$ cat config.mk
export PLATFORM = sky130hd
export DESIGN_NAME = backend_top
export DESIGN_NICKNAME = d
export VERILOG_FILES = /design/src/rtl/backend_cfg_pkg.sv /design/src/rtl/uop_pkg.sv /design/src/rtl/arf.sv /design/src/rtl/rob.sv /design/src/rtl/issue_queue.sv /design/src/rtl/execute_alu.sv /design/src/rtl/rename_dispatch.sv /design/src/rtl/backend_top.sv
export SDC_FILE = /design/constraint.sdc
export NUM_CORES = 2
export LEC_CHECK = 0
export BUFFER_PORTS_ARGS = -buffer_cell sky130_fd_sc_hd__buf_2
export CORE_MARGIN = 10
export CORE_UTILIZATION = 40
export DETAILED_ROUTE_END_ITERATION = 10
export HOLD_SLACK_MARGIN = 0.02
export PLACE_DENSITY_LB_ADDON = 0.1
export SLEW_MARGIN = 10
export SYNTH_ARGS = -nofsm -noshare
export SYNTH_HDL_FRONTEND = slang
export SYNTH_HIERARCHICAL = 1
export SYNTH_SLANG_ARGS = --single-unit
$ cat constraint.sdc
create_clock -name clk_i -period 6.51 [get_ports clk_i]
set_input_delay 0 -clock clk_i [delete_from_list [all_inputs] [get_ports clk_i]]
set_output_delay 0 -clock clk_i [all_outputs]
set_load 0.02 [all_outputs]
$ cat src/rtl/backend_cfg_pkg.sv
`default_nettype none

package backend_cfg_pkg;

  // Architectural sizes
  localparam int unsigned XLEN      = 32;
  localparam int unsigned NUM_AREGS = 32;
  localparam int unsigned AREG_W    = 5;

  // ROB_DEPTH in the design must be a power of two, at most this
  localparam int unsigned MAX_ROB_DEPTH = 16;

  typedef logic [$clog2(MAX_ROB_DEPTH)-1:0] rob_tag_t;

endpackage

`default_nettype wire

$ cat src/rtl/uop_pkg.sv
`default_nettype none

package uop_pkg;

  typedef enum logic [2:0] {
    OP_ADD, OP_SUB, OP_AND, OP_OR,
    OP_XOR, OP_SLL, OP_SRL, OP_ADDI
  } alu_op_e;

  // Decoded uop, ADDI takes imm in place of rs2
  typedef struct packed {
    alu_op_e                            op;
    logic [backend_cfg_pkg::AREG_W-1:0] rd;
    logic [backend_cfg_pkg::AREG_W-1:0] rs1;
    logic [backend_cfg_pkg::AREG_W-1:0] rs2;
    logic [backend_cfg_pkg::XLEN-1:0]   imm;
  } uop_t;

  // Source operand, value valid once ready
  typedef struct packed {
    logic                             ready;
    backend_cfg_pkg::rob_tag_t        tag;
    logic [backend_cfg_pkg::XLEN-1:0] value;
  } operand_t;

  typedef struct packed {
    alu_op_e                          op;
    logic [backend_cfg_pkg::XLEN-1:0] imm;
    backend_cfg_pkg::rob_tag_t        dst;
    operand_t                         src1;
    operand_t                         src2;
  } iq_entry_t;

  // Result bus
  typedef struct packed {
    logic                             valid;
    backend_cfg_pkg::rob_tag_t        tag;
    logic [backend_cfg_pkg::XLEN-1:0] data;
  } cdb_t;

  typedef struct packed {
    logic [backend_cfg_pkg::AREG_W-1:0] areg;
    logic [backend_cfg_pkg::XLEN-1:0]   data;
  } commit_t;

endpackage

`default_nettype wire

$ cat src/rtl/arf.sv
`timescale 1ns/1ps
`default_nettype none

module arf (
  input  logic                                    clk_i,
  input  logic                                    rst_n_i,
  input  logic                                    we_i,
  input  logic [backend_cfg_pkg::AREG_W-1:0]      waddr_i,
  input  logic [backend_cfg_pkg::XLEN-1:0]        wdata_i,
  input  logic [1:0][backend_cfg_pkg::AREG_W-1:0] raddr_i,
  output logic [1:0][backend_cfg_pkg::XLEN-1:0]   rdata_o
);

  logic [backend_cfg_pkg::XLEN-1:0] regs_q [backend_cfg_pkg::NUM_AREGS];

  always_ff @(posedge clk_i) begin
    if (!rst_n_i) begin
      for (int r = 0; r < backend_cfg_pkg::NUM_AREGS; r++) begin
        regs_q[r] <= '0;
      end
    end else if (we_i && waddr_i != '0) begin
      regs_q[waddr_i] <= wdata_i;
    end
  end

  // Retiring value is visible in the same cycle
  always_comb begin
    for (int i = 0; i < 2; i++) begin
      if (raddr_i[i] == '0) begin
        rdata_o[i] = '0;
      end else if (we_i && waddr_i == raddr_i[i]) begin
        rdata_o[i] = wdata_i;
      end else begin
        rdata_o[i] = regs_q[raddr_i[i]];
      end
    end
  end

endmodule

`default_nettype wire

$ cat src/rtl/rob.sv
`timescale 1ns/1ps
`default_nettype none

module rob #(
  parameter int unsigned ROB_DEPTH = 8
) (
  input  logic                                  clk_i,
  input  logic                                  rst_n_i,
  input  logic                                  flush_i,
  input  logic                                  alloc_valid_i,
  input  logic [backend_cfg_pkg::AREG_W-1:0]    alloc_rd_i,
  input  uop_pkg::cdb_t                         cdb_i,
  input  backend_cfg_pkg::rob_tag_t [1:0]       query_tag_i,
  input  logic                                  commit_ready_i,
  output logic                                  alloc_ready_o,
  output backend_cfg_pkg::rob_tag_t             alloc_tag_o,
  output logic [1:0]                            query_ready_o,
  output logic [1:0][backend_cfg_pkg::XLEN-1:0] query_data_o,
  output logic                                  commit_valid_o,
  output uop_pkg::commit_t                      commit_o,
  output logic                                  commit_fire_o,
  output backend_cfg_pkg::rob_tag_t             commit_tag_o
);

  localparam int unsigned PTR_W = $clog2(ROB_DEPTH);

  logic [PTR_W-1:0]                   head_q;
  logic [PTR_W-1:0]                   tail_q;
  logic [PTR_W:0]                     count_q;
  logic [ROB_DEPTH-1:0]               done_q;
  logic [backend_cfg_pkg::AREG_W-1:0] areg_q [ROB_DEPTH];
  logic [backend_cfg_pkg::XLEN-1:0]   data_q [ROB_DEPTH];
  logic                               alloc_fire;
  logic [PTR_W-1:0]                   cdb_idx;

  assign alloc_ready_o = (count_q != (PTR_W+1)'(ROB_DEPTH));
  assign alloc_tag_o   = backend_cfg_pkg::rob_tag_t'(tail_q);
  assign alloc_fire    = alloc_valid_i && alloc_ready_o;
  assign cdb_idx       = cdb_i.tag[PTR_W-1:0];

  // Operand lookup for renamed sources
  always_comb begin
    for (int i = 0; i < 2; i++) begin
      query_ready_o[i] = done_q[query_tag_i[i][PTR_W-1:0]];
      query_data_o[i]  = data_q[query_tag_i[i][PTR_W-1:0]];
    end
  end

  // ========================================
  // In-order retire from the head
  // ========================================
  assign commit_valid_o = (count_q != '0) && done_q[head_q] && !flush_i;
  assign commit_fire_o  = commit_valid_o && commit_ready_i;
  assign commit_tag_o   = backend_cfg_pkg::rob_tag_t'(head_q);
  assign commit_o.areg  = areg_q[head_q];
  assign commit_o.data  = data_q[head_q];

  always_ff @(posedge clk_i) begin
    if (!rst_n_i || flush_i) begin
      head_q  <= '0;
      tail_q  <= '0;
      count_q <= '0;
      done_q  <= '0;
    end else begin
      if (alloc_fire) begin
        tail_q         <= tail_q + PTR_W'(1);
        done_q[tail_q] <= 1'b0;
      end
      if (cdb_i.valid) begin
        done_q[cdb_idx] <= 1'b1;
      end
      if (commit_fire_o) begin
        head_q <= head_q + PTR_W'(1);
      end
      case ({alloc_fire, commit_fire_o})
        2'b10:   count_q <= count_q + (PTR_W+1)'(1);
        2'b01:   count_q <= count_q - (PTR_W+1)'(1);
        default: count_q <= count_q;
      endcase
    end
  end

  // Entry payload
  always_ff @(posedge clk_i) begin
    if (alloc_fire) begin
      areg_q[tail_q] <= alloc_rd_i;
    end
    if (cdb_i.valid) begin
      data_q[cdb_idx] <= cdb_i.data;
    end
  end

endmodule

`default_nettype wire

$ cat src/rtl/issue_queue.sv
`timescale 1ns/1ps
`default_nettype none

module issue_queue #(
  parameter int unsigned IQ_DEPTH = 4
) (
  input  logic               clk_i,
  input  logic               rst_n_i,
  input  logic               flush_i,
  input  logic               push_i,
  input  uop_pkg::iq_entry_t entry_i,
  input  uop_pkg::cdb_t      cdb_i,
  output logic               ready_o,
  output logic               issue_valid_o,
  output uop_pkg::iq_entry_t issue_entry_o
);

  localparam int unsigned IDX_W = (IQ_DEPTH > 1) ? $clog2(IQ_DEPTH) : 1;

  logic [IQ_DEPTH-1:0] valid_q;
  uop_pkg::iq_entry_t  slot_q [IQ_DEPTH];
  logic [IDX_W-1:0]    free_idx;
  logic [IDX_W-1:0]    issue_idx;
  uop_pkg::iq_entry_t  push_entry;

  // Capture a broadcast result into a waiting operand
  function automatic uop_pkg::operand_t wakeup(
    input uop_pkg::operand_t opnd,
    input uop_pkg::cdb_t     cdb
  );
    uop_pkg::operand_t res;
    res = opnd;
    if (!opnd.ready && cdb.valid && cdb.tag == opnd.tag) begin
      res.ready = 1'b1;
      res.value = cdb.data;
    end
    return res;
  endfunction

  // Lowest free slot and lowest ready slot
  always_comb begin
    ready_o       = 1'b0;
    free_idx      = '0;
    issue_valid_o = 1'b0;
    issue_idx     = '0;
    for (int i = IQ_DEPTH - 1; i >= 0; i--) begin
      if (!valid_q[i]) begin
        ready_o  = 1'b1;
        free_idx = IDX_W'(i);
      end
      if (valid_q[i] && slot_q[i].src1.ready && slot_q[i].src2.ready) begin
        issue_valid_o = 1'b1;
        issue_idx     = IDX_W'(i);
      end
    end
  end

  assign issue_entry_o = slot_q[issue_idx];

  always_comb begin
    push_entry      = entry_i;
    push_entry.src1 = wakeup(entry_i.src1, cdb_i);
    push_entry.src2 = wakeup(entry_i.src2, cdb_i);
  end

  always_ff @(posedge clk_i) begin
    if (!rst_n_i || flush_i) begin
      valid_q <= '0;
    end else begin
      if (issue_valid_o) begin
        valid_q[issue_idx] <= 1'b0;
      end
      if (push_i && ready_o) begin
        valid_q[free_idx] <= 1'b1;
      end
    end
  end

  always_ff @(posedge clk_i) begin
    for (int i = 0; i < IQ_DEPTH; i++) begin
      if (push_i && ready_o && free_idx == IDX_W'(i)) begin
        slot_q[i] <= push_entry;
      end else begin
        slot_q[i].src1 <= wakeup(slot_q[i].src1, cdb_i);
        slot_q[i].src2 <= wakeup(slot_q[i].src2, cdb_i);
      end
    end
  end

endmodule

`default_nettype wire

$ cat src/rtl/execute_alu.sv
`timescale 1ns/1ps
`default_nettype none

module execute_alu (
  input  logic               clk_i,
  input  logic               rst_n_i,
  input  logic               flush_i,
  input  logic               issue_valid_i,
  input  uop_pkg::iq_entry_t issue_entry_i,
  output uop_pkg::cdb_t      cdb_o
);

  logic [backend_cfg_pkg::XLEN-1:0] op_a;
  logic [backend_cfg_pkg::XLEN-1:0] op_b;
  logic [backend_cfg_pkg::XLEN-1:0] result;

  assign op_a = issue_entry_i.src1.value;
  assign op_b = (issue_entry_i.op == uop_pkg::OP_ADDI) ? issue_entry_i.imm
                                                        : issue_entry_i.src2.value;

  always_comb begin
    case (issue_entry_i.op)
      uop_pkg::OP_ADD,
      uop_pkg::OP_ADDI: result = op_a + op_b;
      uop_pkg::OP_SUB:  result = op_a - op_b;
      uop_pkg::OP_AND:  result = op_a & op_b;
      uop_pkg::OP_OR:   result = op_a | op_b;
      uop_pkg::OP_XOR:  result = op_a ^ op_b;
      uop_pkg::OP_SLL:  result = op_a << op_b[4:0];
      uop_pkg::OP_SRL:  result = op_a >> op_b[4:0];
      default:          result = '0;
    endcase
  end

  // One cycle from issue to the result bus
  always_ff @(posedge clk_i) begin
    if (!rst_n_i || flush_i) begin
      cdb_o.valid <= 1'b0;
    end else begin
      cdb_o.valid <= issue_valid_i;
    end
  end

  always_ff @(posedge clk_i) begin
    cdb_o.tag  <= issue_entry_i.dst;
    cdb_o.data <= result;
  end

endmodule

`default_nettype wire

$ cat src/rtl/rename_dispatch.sv
`timescale 1ns/1ps
`default_nettype none

module rename_dispatch (
  input  logic                                    clk_i,
  input  logic                                    rst_n_i,
  input  logic                                    flush_i,
  input  logic                                    dispatch_valid_i,
  input  uop_pkg::uop_t                           dispatch_uop_i,
  input  logic                                    rob_alloc_ready_i,
  input  backend_cfg_pkg::rob_tag_t               rob_alloc_tag_i,
  input  logic                                    iq_ready_i,
  input  logic [1:0]                              rob_query_ready_i,
  input  logic [1:0][backend_cfg_pkg::XLEN-1:0]   rob_query_data_i,
  input  logic [1:0][backend_cfg_pkg::XLEN-1:0]   arf_rdata_i,
  input  uop_pkg::cdb_t                           cdb_i,
  input  logic                                    commit_fire_i,
  input  backend_cfg_pkg::rob_tag_t               commit_tag_i,
  output logic                                    dispatch_ready_o,
  output logic                                    rob_alloc_valid_o,
  output logic [backend_cfg_pkg::AREG_W-1:0]      rob_alloc_rd_o,
  output logic                                    iq_push_o,
  output uop_pkg::iq_entry_t                      iq_entry_o,
  output backend_cfg_pkg::rob_tag_t [1:0]         rob_query_tag_o,
  output logic [1:0][backend_cfg_pkg::AREG_W-1:0] arf_raddr_o
);

  localparam int unsigned NUM_AREGS = backend_cfg_pkg::NUM_AREGS;

  // Alias table, busy means the newest value still lives in the ROB
  logic [NUM_AREGS-1:0]      busy_q;
  backend_cfg_pkg::rob_tag_t table_tag [NUM_AREGS];
  logic                      alloc_fire;

  function automatic uop_pkg::operand_t source_operand(
    input logic [backend_cfg_pkg::AREG_W-1:0] areg,
    input logic [backend_cfg_pkg::XLEN-1:0]   arf_val,
    input logic                               q_ready,
    input logic [backend_cfg_pkg::XLEN-1:0]   q_data
  );
    uop_pkg::operand_t opnd;
    opnd.ready = 1'b1;
    opnd.tag   = table_tag[areg];
    opnd.value = arf_val;
    if (busy_q[areg]) begin
      // A tag handed out this cycle holds no result yet
      if (q_ready && !(alloc_fire && opnd.tag == rob_alloc_tag_i)) begin
        opnd.value = q_data;
      end else if (cdb_i.valid && cdb_i.tag == opnd.tag) begin
        opnd.value = cdb_i.data;
      end else begin
        opnd.ready = 1'b0;
        opnd.value = '0;
      end
    end
    return opnd;
  endfunction

  assign dispatch_ready_o  = rob_alloc_ready_i && iq_ready_i && !flush_i;
  assign alloc_fire        = dispatch_valid_i && dispatch_ready_o;
  assign rob_alloc_valid_o = alloc_fire;
  assign rob_alloc_rd_o    = dispatch_uop_i.rd;
  assign iq_push_o         = alloc_fire;

  always_comb begin
    arf_raddr_o[0]     = dispatch_uop_i.rs1;
    arf_raddr_o[1]     = dispatch_uop_i.rs2;
    rob_query_tag_o[0] = table_tag[dispatch_uop_i.rs1];
    rob_query_tag_o[1] = table_tag[dispatch_uop_i.rs2];

    iq_entry_o.op   = dispatch_uop_i.op;
    iq_entry_o.imm  = dispatch_uop_i.imm;
    iq_entry_o.dst  = rob_alloc_tag_i;
    iq_entry_o.src1 = source_operand(dispatch_uop_i.rs1, arf_rdata_i[0],
                                     rob_query_ready_i[0], rob_query_data_i[0]);
    iq_entry_o.src2 = source_operand(dispatch_uop_i.rs2, arf_rdata_i[1],
                                     rob_query_ready_i[1], rob_query_data_i[1]);
    // Immediate form never waits on rs2
    if (dispatch_uop_i.op == uop_pkg::OP_ADDI) begin
      iq_entry_o.src2 = '{ready: 1'b1, tag: '0, value: '0};
    end
  end

  always_ff @(posedge clk_i) begin
    if (!rst_n_i || flush_i) begin
      busy_q <= '0;
    end else begin
      for (int r = 0; r < NUM_AREGS; r++) begin
        if (commit_fire_i && busy_q[r] && table_tag[r] == commit_tag_i) begin
          busy_q[r] <= 1'b0;
        end
      end
      // New rename wins over a retiring older writer
      if (alloc_fire && dispatch_uop_i.rd != '0) begin
        busy_q[dispatch_uop_i.rd] <= 1'b1;
      end
    end
  end

  always_ff @(posedge clk_i) begin
    if (alloc_fire) begin
      table_tag[dispatch_uop_i.rd] <= rob_alloc_tag_i;
    end
  end

endmodule

`default_nettype wire

$ cat src/rtl/backend_top.sv
`timescale 1ns/1ps
`default_nettype none

module backend_top #(
  parameter int unsigned ROB_DEPTH = 8,
  parameter int unsigned IQ_DEPTH  = 4
) (
  input  logic             clk_i,
  input  logic             rst_n_i,
  input  logic             flush_i,
  input  logic             dispatch_valid_i,
  output logic             dispatch_ready_o,
  input  uop_pkg::uop_t    dispatch_uop_i,
  output logic             commit_valid_o,
  input  logic             commit_ready_i,
  output uop_pkg::commit_t commit_o
);

  logic                                         rob_alloc_ready;
  logic                                         rob_alloc_valid;
  backend_cfg_pkg::rob_tag_t                    rob_alloc_tag;
  logic [backend_cfg_pkg::AREG_W-1:0]           rob_alloc_rd;
  backend_cfg_pkg::rob_tag_t [1:0]              rob_query_tag;
  logic [1:0]                                   rob_query_ready;
  logic [1:0][backend_cfg_pkg::XLEN-1:0]        rob_query_data;
  logic [1:0][backend_cfg_pkg::AREG_W-1:0]      arf_raddr;
  logic [1:0][backend_cfg_pkg::XLEN-1:0]        arf_rdata;
  logic                                         iq_ready;
  logic                                         iq_push;
  uop_pkg::iq_entry_t                           iq_entry;
  logic                                         issue_valid;
  uop_pkg::iq_entry_t                           issue_entry;
  uop_pkg::cdb_t                                cdb;
  logic                                         commit_fire;
  backend_cfg_pkg::rob_tag_t                    commit_tag;

  // ========================================
  // Rename and dispatch
  // ========================================
  rename_dispatch u_rename_dispatch (
    .clk_i             (clk_i),
    .rst_n_i           (rst_n_i),
    .flush_i           (flush_i),
    .dispatch_valid_i  (dispatch_valid_i),
    .dispatch_uop_i    (dispatch_uop_i),
    .rob_alloc_ready_i (rob_alloc_ready),
    .rob_alloc_tag_i   (rob_alloc_tag),
    .iq_ready_i        (iq_ready),
    .rob_query_ready_i (rob_query_ready),
    .rob_query_data_i  (rob_query_data),
    .arf_rdata_i       (arf_rdata),
    .cdb_i             (cdb),
    .commit_fire_i     (commit_fire),
    .commit_tag_i      (commit_tag),
    .dispatch_ready_o  (dispatch_ready_o),
    .rob_alloc_valid_o (rob_alloc_valid),
    .rob_alloc_rd_o    (rob_alloc_rd),
    .iq_push_o         (iq_push),
    .iq_entry_o        (iq_entry),
    .rob_query_tag_o   (rob_query_tag),
    .arf_raddr_o       (arf_raddr)
  );

  // ========================================
  // ROB and architectural state
  // ========================================
  rob #(
    .ROB_DEPTH (ROB_DEPTH)
  ) u_rob (
    .clk_i          (clk_i),
    .rst_n_i        (rst_n_i),
    .flush_i        (flush_i),
    .alloc_valid_i  (rob_alloc_valid),
    .alloc_rd_i     (rob_alloc_rd),
    .cdb_i          (cdb),
    .query_tag_i    (rob_query_tag),
    .commit_ready_i (commit_ready_i),
    .alloc_ready_o  (rob_alloc_ready),
    .alloc_tag_o    (rob_alloc_tag),
    .query_ready_o  (rob_query_ready),
    .query_data_o   (rob_query_data),
    .commit_valid_o (commit_valid_o),
    .commit_o       (commit_o),
    .commit_fire_o  (commit_fire),
    .commit_tag_o   (commit_tag)
  );

  arf u_arf (
    .clk_i   (clk_i),
    .rst_n_i (rst_n_i),
    .we_i    (commit_fire),
    .waddr_i (commit_o.areg),
    .wdata_i (commit_o.data),
    .raddr_i (arf_raddr),
    .rdata_o (arf_rdata)
  );

  // ========================================
  // Issue and execute
  // ========================================
  issue_queue #(
    .IQ_DEPTH (IQ_DEPTH)
  ) u_issue_queue (
    .clk_i         (clk_i),
    .rst_n_i       (rst_n_i),
    .flush_i       (flush_i),
    .push_i        (iq_push),
    .entry_i       (iq_entry),
    .cdb_i         (cdb),
    .ready_o       (iq_ready),
    .issue_valid_o (issue_valid),
    .issue_entry_o (issue_entry)
  );

  execute_alu u_execute_alu (
    .clk_i         (clk_i),
    .rst_n_i       (rst_n_i),
    .flush_i       (flush_i),
    .issue_valid_i (issue_valid),
    .issue_entry_i (issue_entry),
    .cdb_o         (cdb)
  );

endmodule

`default_nettype wire

==> reports/metrics.yaml <==
startpoint_type: "flop"
setup_tns_ns: 0
place_congestion: 0.9924
power_density_nw_per_um2: 255.3
cp_max_fo: 16
setup_viol: 0
avgRoutedWirePerCell_um: 35.78
fin_area_um2: 125600
clk_pin_slew_worst_paths_ns: 0.06
r2r_start: "u_issue_queue/slot_q[3][36]"
worstSetupEndpointType: "flop"
hold-worst-slack_ns: 0.09858
grt_pass1_vias: 77070
ff2ff_setup_slack_ns: 0.31
vias_per_cell: 6.344
final_cell_mix: "edfxtp_1 (1892), and2_1 (999), mux4_2 (604), mux2i_1 (593), nand2_1 (380)"
yosys_warnings: 6
cts.sinks: 1994
cts_root_buf: "clkbuf_16"
placed_area_um2: 117900
worstRegToRegCells: 24
synthCells: 8409
clockBufferDepth: 4
syn-cell-area_um2: 112900
start_util_pct: 40.11
die_w_um: 551.3
chipHeight_um: 551.3
crit_required_ns: 7.29
drc_errors: 0
ir_worst_vdd_uv: 245.9
dp_hpwl_um: 283400
timing.final.crit_share_pct: 95.30
nets: 8510
drt-pass1-iter-count: 6
layout_commonest_cell: "edfxtp_1"
hold_path.class: "in2reg"
timing.rr.end: "u_execute_alu/cdb_o[30]"
cts_inserted_buffers: 230
hold_violations: 0
dieArea_um2: 304000
arrival_ns: 6.99
grt.overflow.total: 0
syn_to_final_growth_pct: 11.25
layout_min_cycle_time_ns: 6.204
cts_tree: "built"
status: "complete, no violations"
ios: 94
num_vias: 77990
core-area_um2: 281600
critical_path_class: "reg2reg"
routed_wl_um: 439800
track_usage_pct: 28.06
min_from: "dispatch_uop_i[42]"
cp_slowest_cell: "a221oi_1"
drive_gt1_share_pct: 22.76
critPathBufInv: 3
finalMaxSlewViolations: 0
clock_latency_ns: 0.94
power_leakage_nw: 43.77
grt_pass1_wl_um: 614700
path_cells: "and3_1 > or3_1 > nand2_4 > a21o_1 > and3_4 > mux2i_4 > ha_1 > nand3_1 > nor2_1 > nand2_1 > buf_4 > nand2_1 > xnor2_1 > ha_1 > and3_1 > and3_1 > nor4bb_1 > buf_4 > a221oi_1 > o31ai_1 > buf_4 > a211o_1 > nand4b_1 > o211ai_1"
fmax_mhz: 161.2
grt_max_degree: 97
power_w: 0.03207
drv_cap: 0
max_slew_margin_pct: 16.07
drt.antenna.violating_nets: 0
avgSynthCellArea_um2: 13.43
critPathTopFamily: "simple AND/OR/NAND/NOR gates"
fp-row-count: 195
io_buffers: 93
drt_iter0_markers: 9159
hold_path_end: "u_rob/areg_q[6][0]"
critPathMaxStageDelay_ns: 0.48
skew_ns: 0.07557
hold_path_depth: 2
htree_levels: 4
tightest_slew_ns: 1.246
antenna_found_initial: 31
rsz0062_at_grt: "no"
power by group:
part / leakage [nW] / switching, W / internal [W]
combinational: 21.1 / 0.00298 / 0.00185
clock: 3.35 / 0.00547 / 0.00684
sequential: 19.3 / 0.000366 / 0.0146
total: 43.8 / 0.00882 / 0.0233
worst reg2reg max path: stages, from the launching register on:
cell and delay, ns:
dfxtp_1 0.34, and3_1 0.24, or3_1 0.44, nand2_4 0.26, a21o_1 0.26, and3_4 0.44
mux2i_4 0.30, ha_1 0.23, nand3_1 0.17, nor2_1 0.25, nand2_1 0.32, buf_4 0.26
nand2_1 0.08, xnor2_1 0.13, ha_1 0.27, and3_1 0.22, and3_1 0.22, nor4bb_1 0.13
buf_4 0.17, a221oi_1 0.48, o31ai_1 0.21, buf_4 0.19, a211o_1 0.31, nand4b_1 0.09
o211ai_1 0.08
how the worst max path moves through the flow:
| stage | start | depth (start not counted) | endpoint |
|---|---|---|---|
| 5_1_grt | u_issue_queue/valid_q[1] | 20 | u_execute_alu/cdb_o[30] |
| 3_5_place_dp | u_issue_queue/slot_q[3][36] | 22 | u_execute_alu/cdb_o[30] |
| 2_1_floorplan | u_issue_queue/slot_q[1][36] | 29 | u_execute_alu/cdb_o[30] |
| 4_1_cts | u_issue_queue/slot_q[3][36] | 22 | u_execute_alu/cdb_o[30] |
| 3_3_place_gp | u_issue_queue/slot_q[1][36] | 21 | u_execute_alu/cdb_o[30] |
| 6_report | u_issue_queue/slot_q[3][36] | 24 | u_execute_alu/cdb_o[30] |
sequential cells by signal, summed over array words and instances, names as in the netlist, named ones only:
name,cells
u_arf/regs_q,1024
u_issue_queue/slot_q,452
u_rob/data_q,256
u_rename_dispatch/table_tag,128
u_rob/areg_q,40
u_execute_alu/cdb_o,37
u_rename_dispatch/busy_q,32
u_rob/done_q,8
u_issue_queue/valid_q,4
u_rob/count_q,4
u_rob/head_q,3
u_rob/tail_q,3
routing by layer:
layer / vias up / track usage, % / wire length, µm
met5: - / 0 / 31
met4: 4 / 11.00 / 20220
met3: 786 / 4.642 / 34720
met2: 3887 / 43.51 / 198000
met1: 40890 / 39.46 / 186900
li1: 32430 / - / -
cell type report:
cell class / instances / area (µm²)
Tap cell: 3743 / 4683
Clock inverter: 103 / 689.4
Sequential cell: 1994 / 58870
Fill cell: 25430 / 155900
Multi-Input combinational cell: 5485 / 50550
Timing Repair Buffer: 507 / 4073
Clock buffer: 311 / 6213
Antenna cell: 17 / 42.54
Inverter: 134 / 505.5
metrics by stage:
stage	worst slack, ns	utilization (%)	std cells
3_3_place_gp	0.3175	41.86	11780
6_report	0.3057	44.62	12290
5_1_grt	0.006093	44.61	12280
3_5_place_dp	0.3337	41.86	11780
4_1_cts	0.3042	44.60	12280
2_1_floorplan	0.5353	-	8441
what timing repair did:
action | CTS | global route
setup buffers | 0 | 0
hold buffers | 82 | 0
hold endpoints to repair | 364 | 0
setup endpoints to repair | 0 | 3
gates resized for setup | 0 | 2
Note: power is estimated with default switching activity, not from simulation.
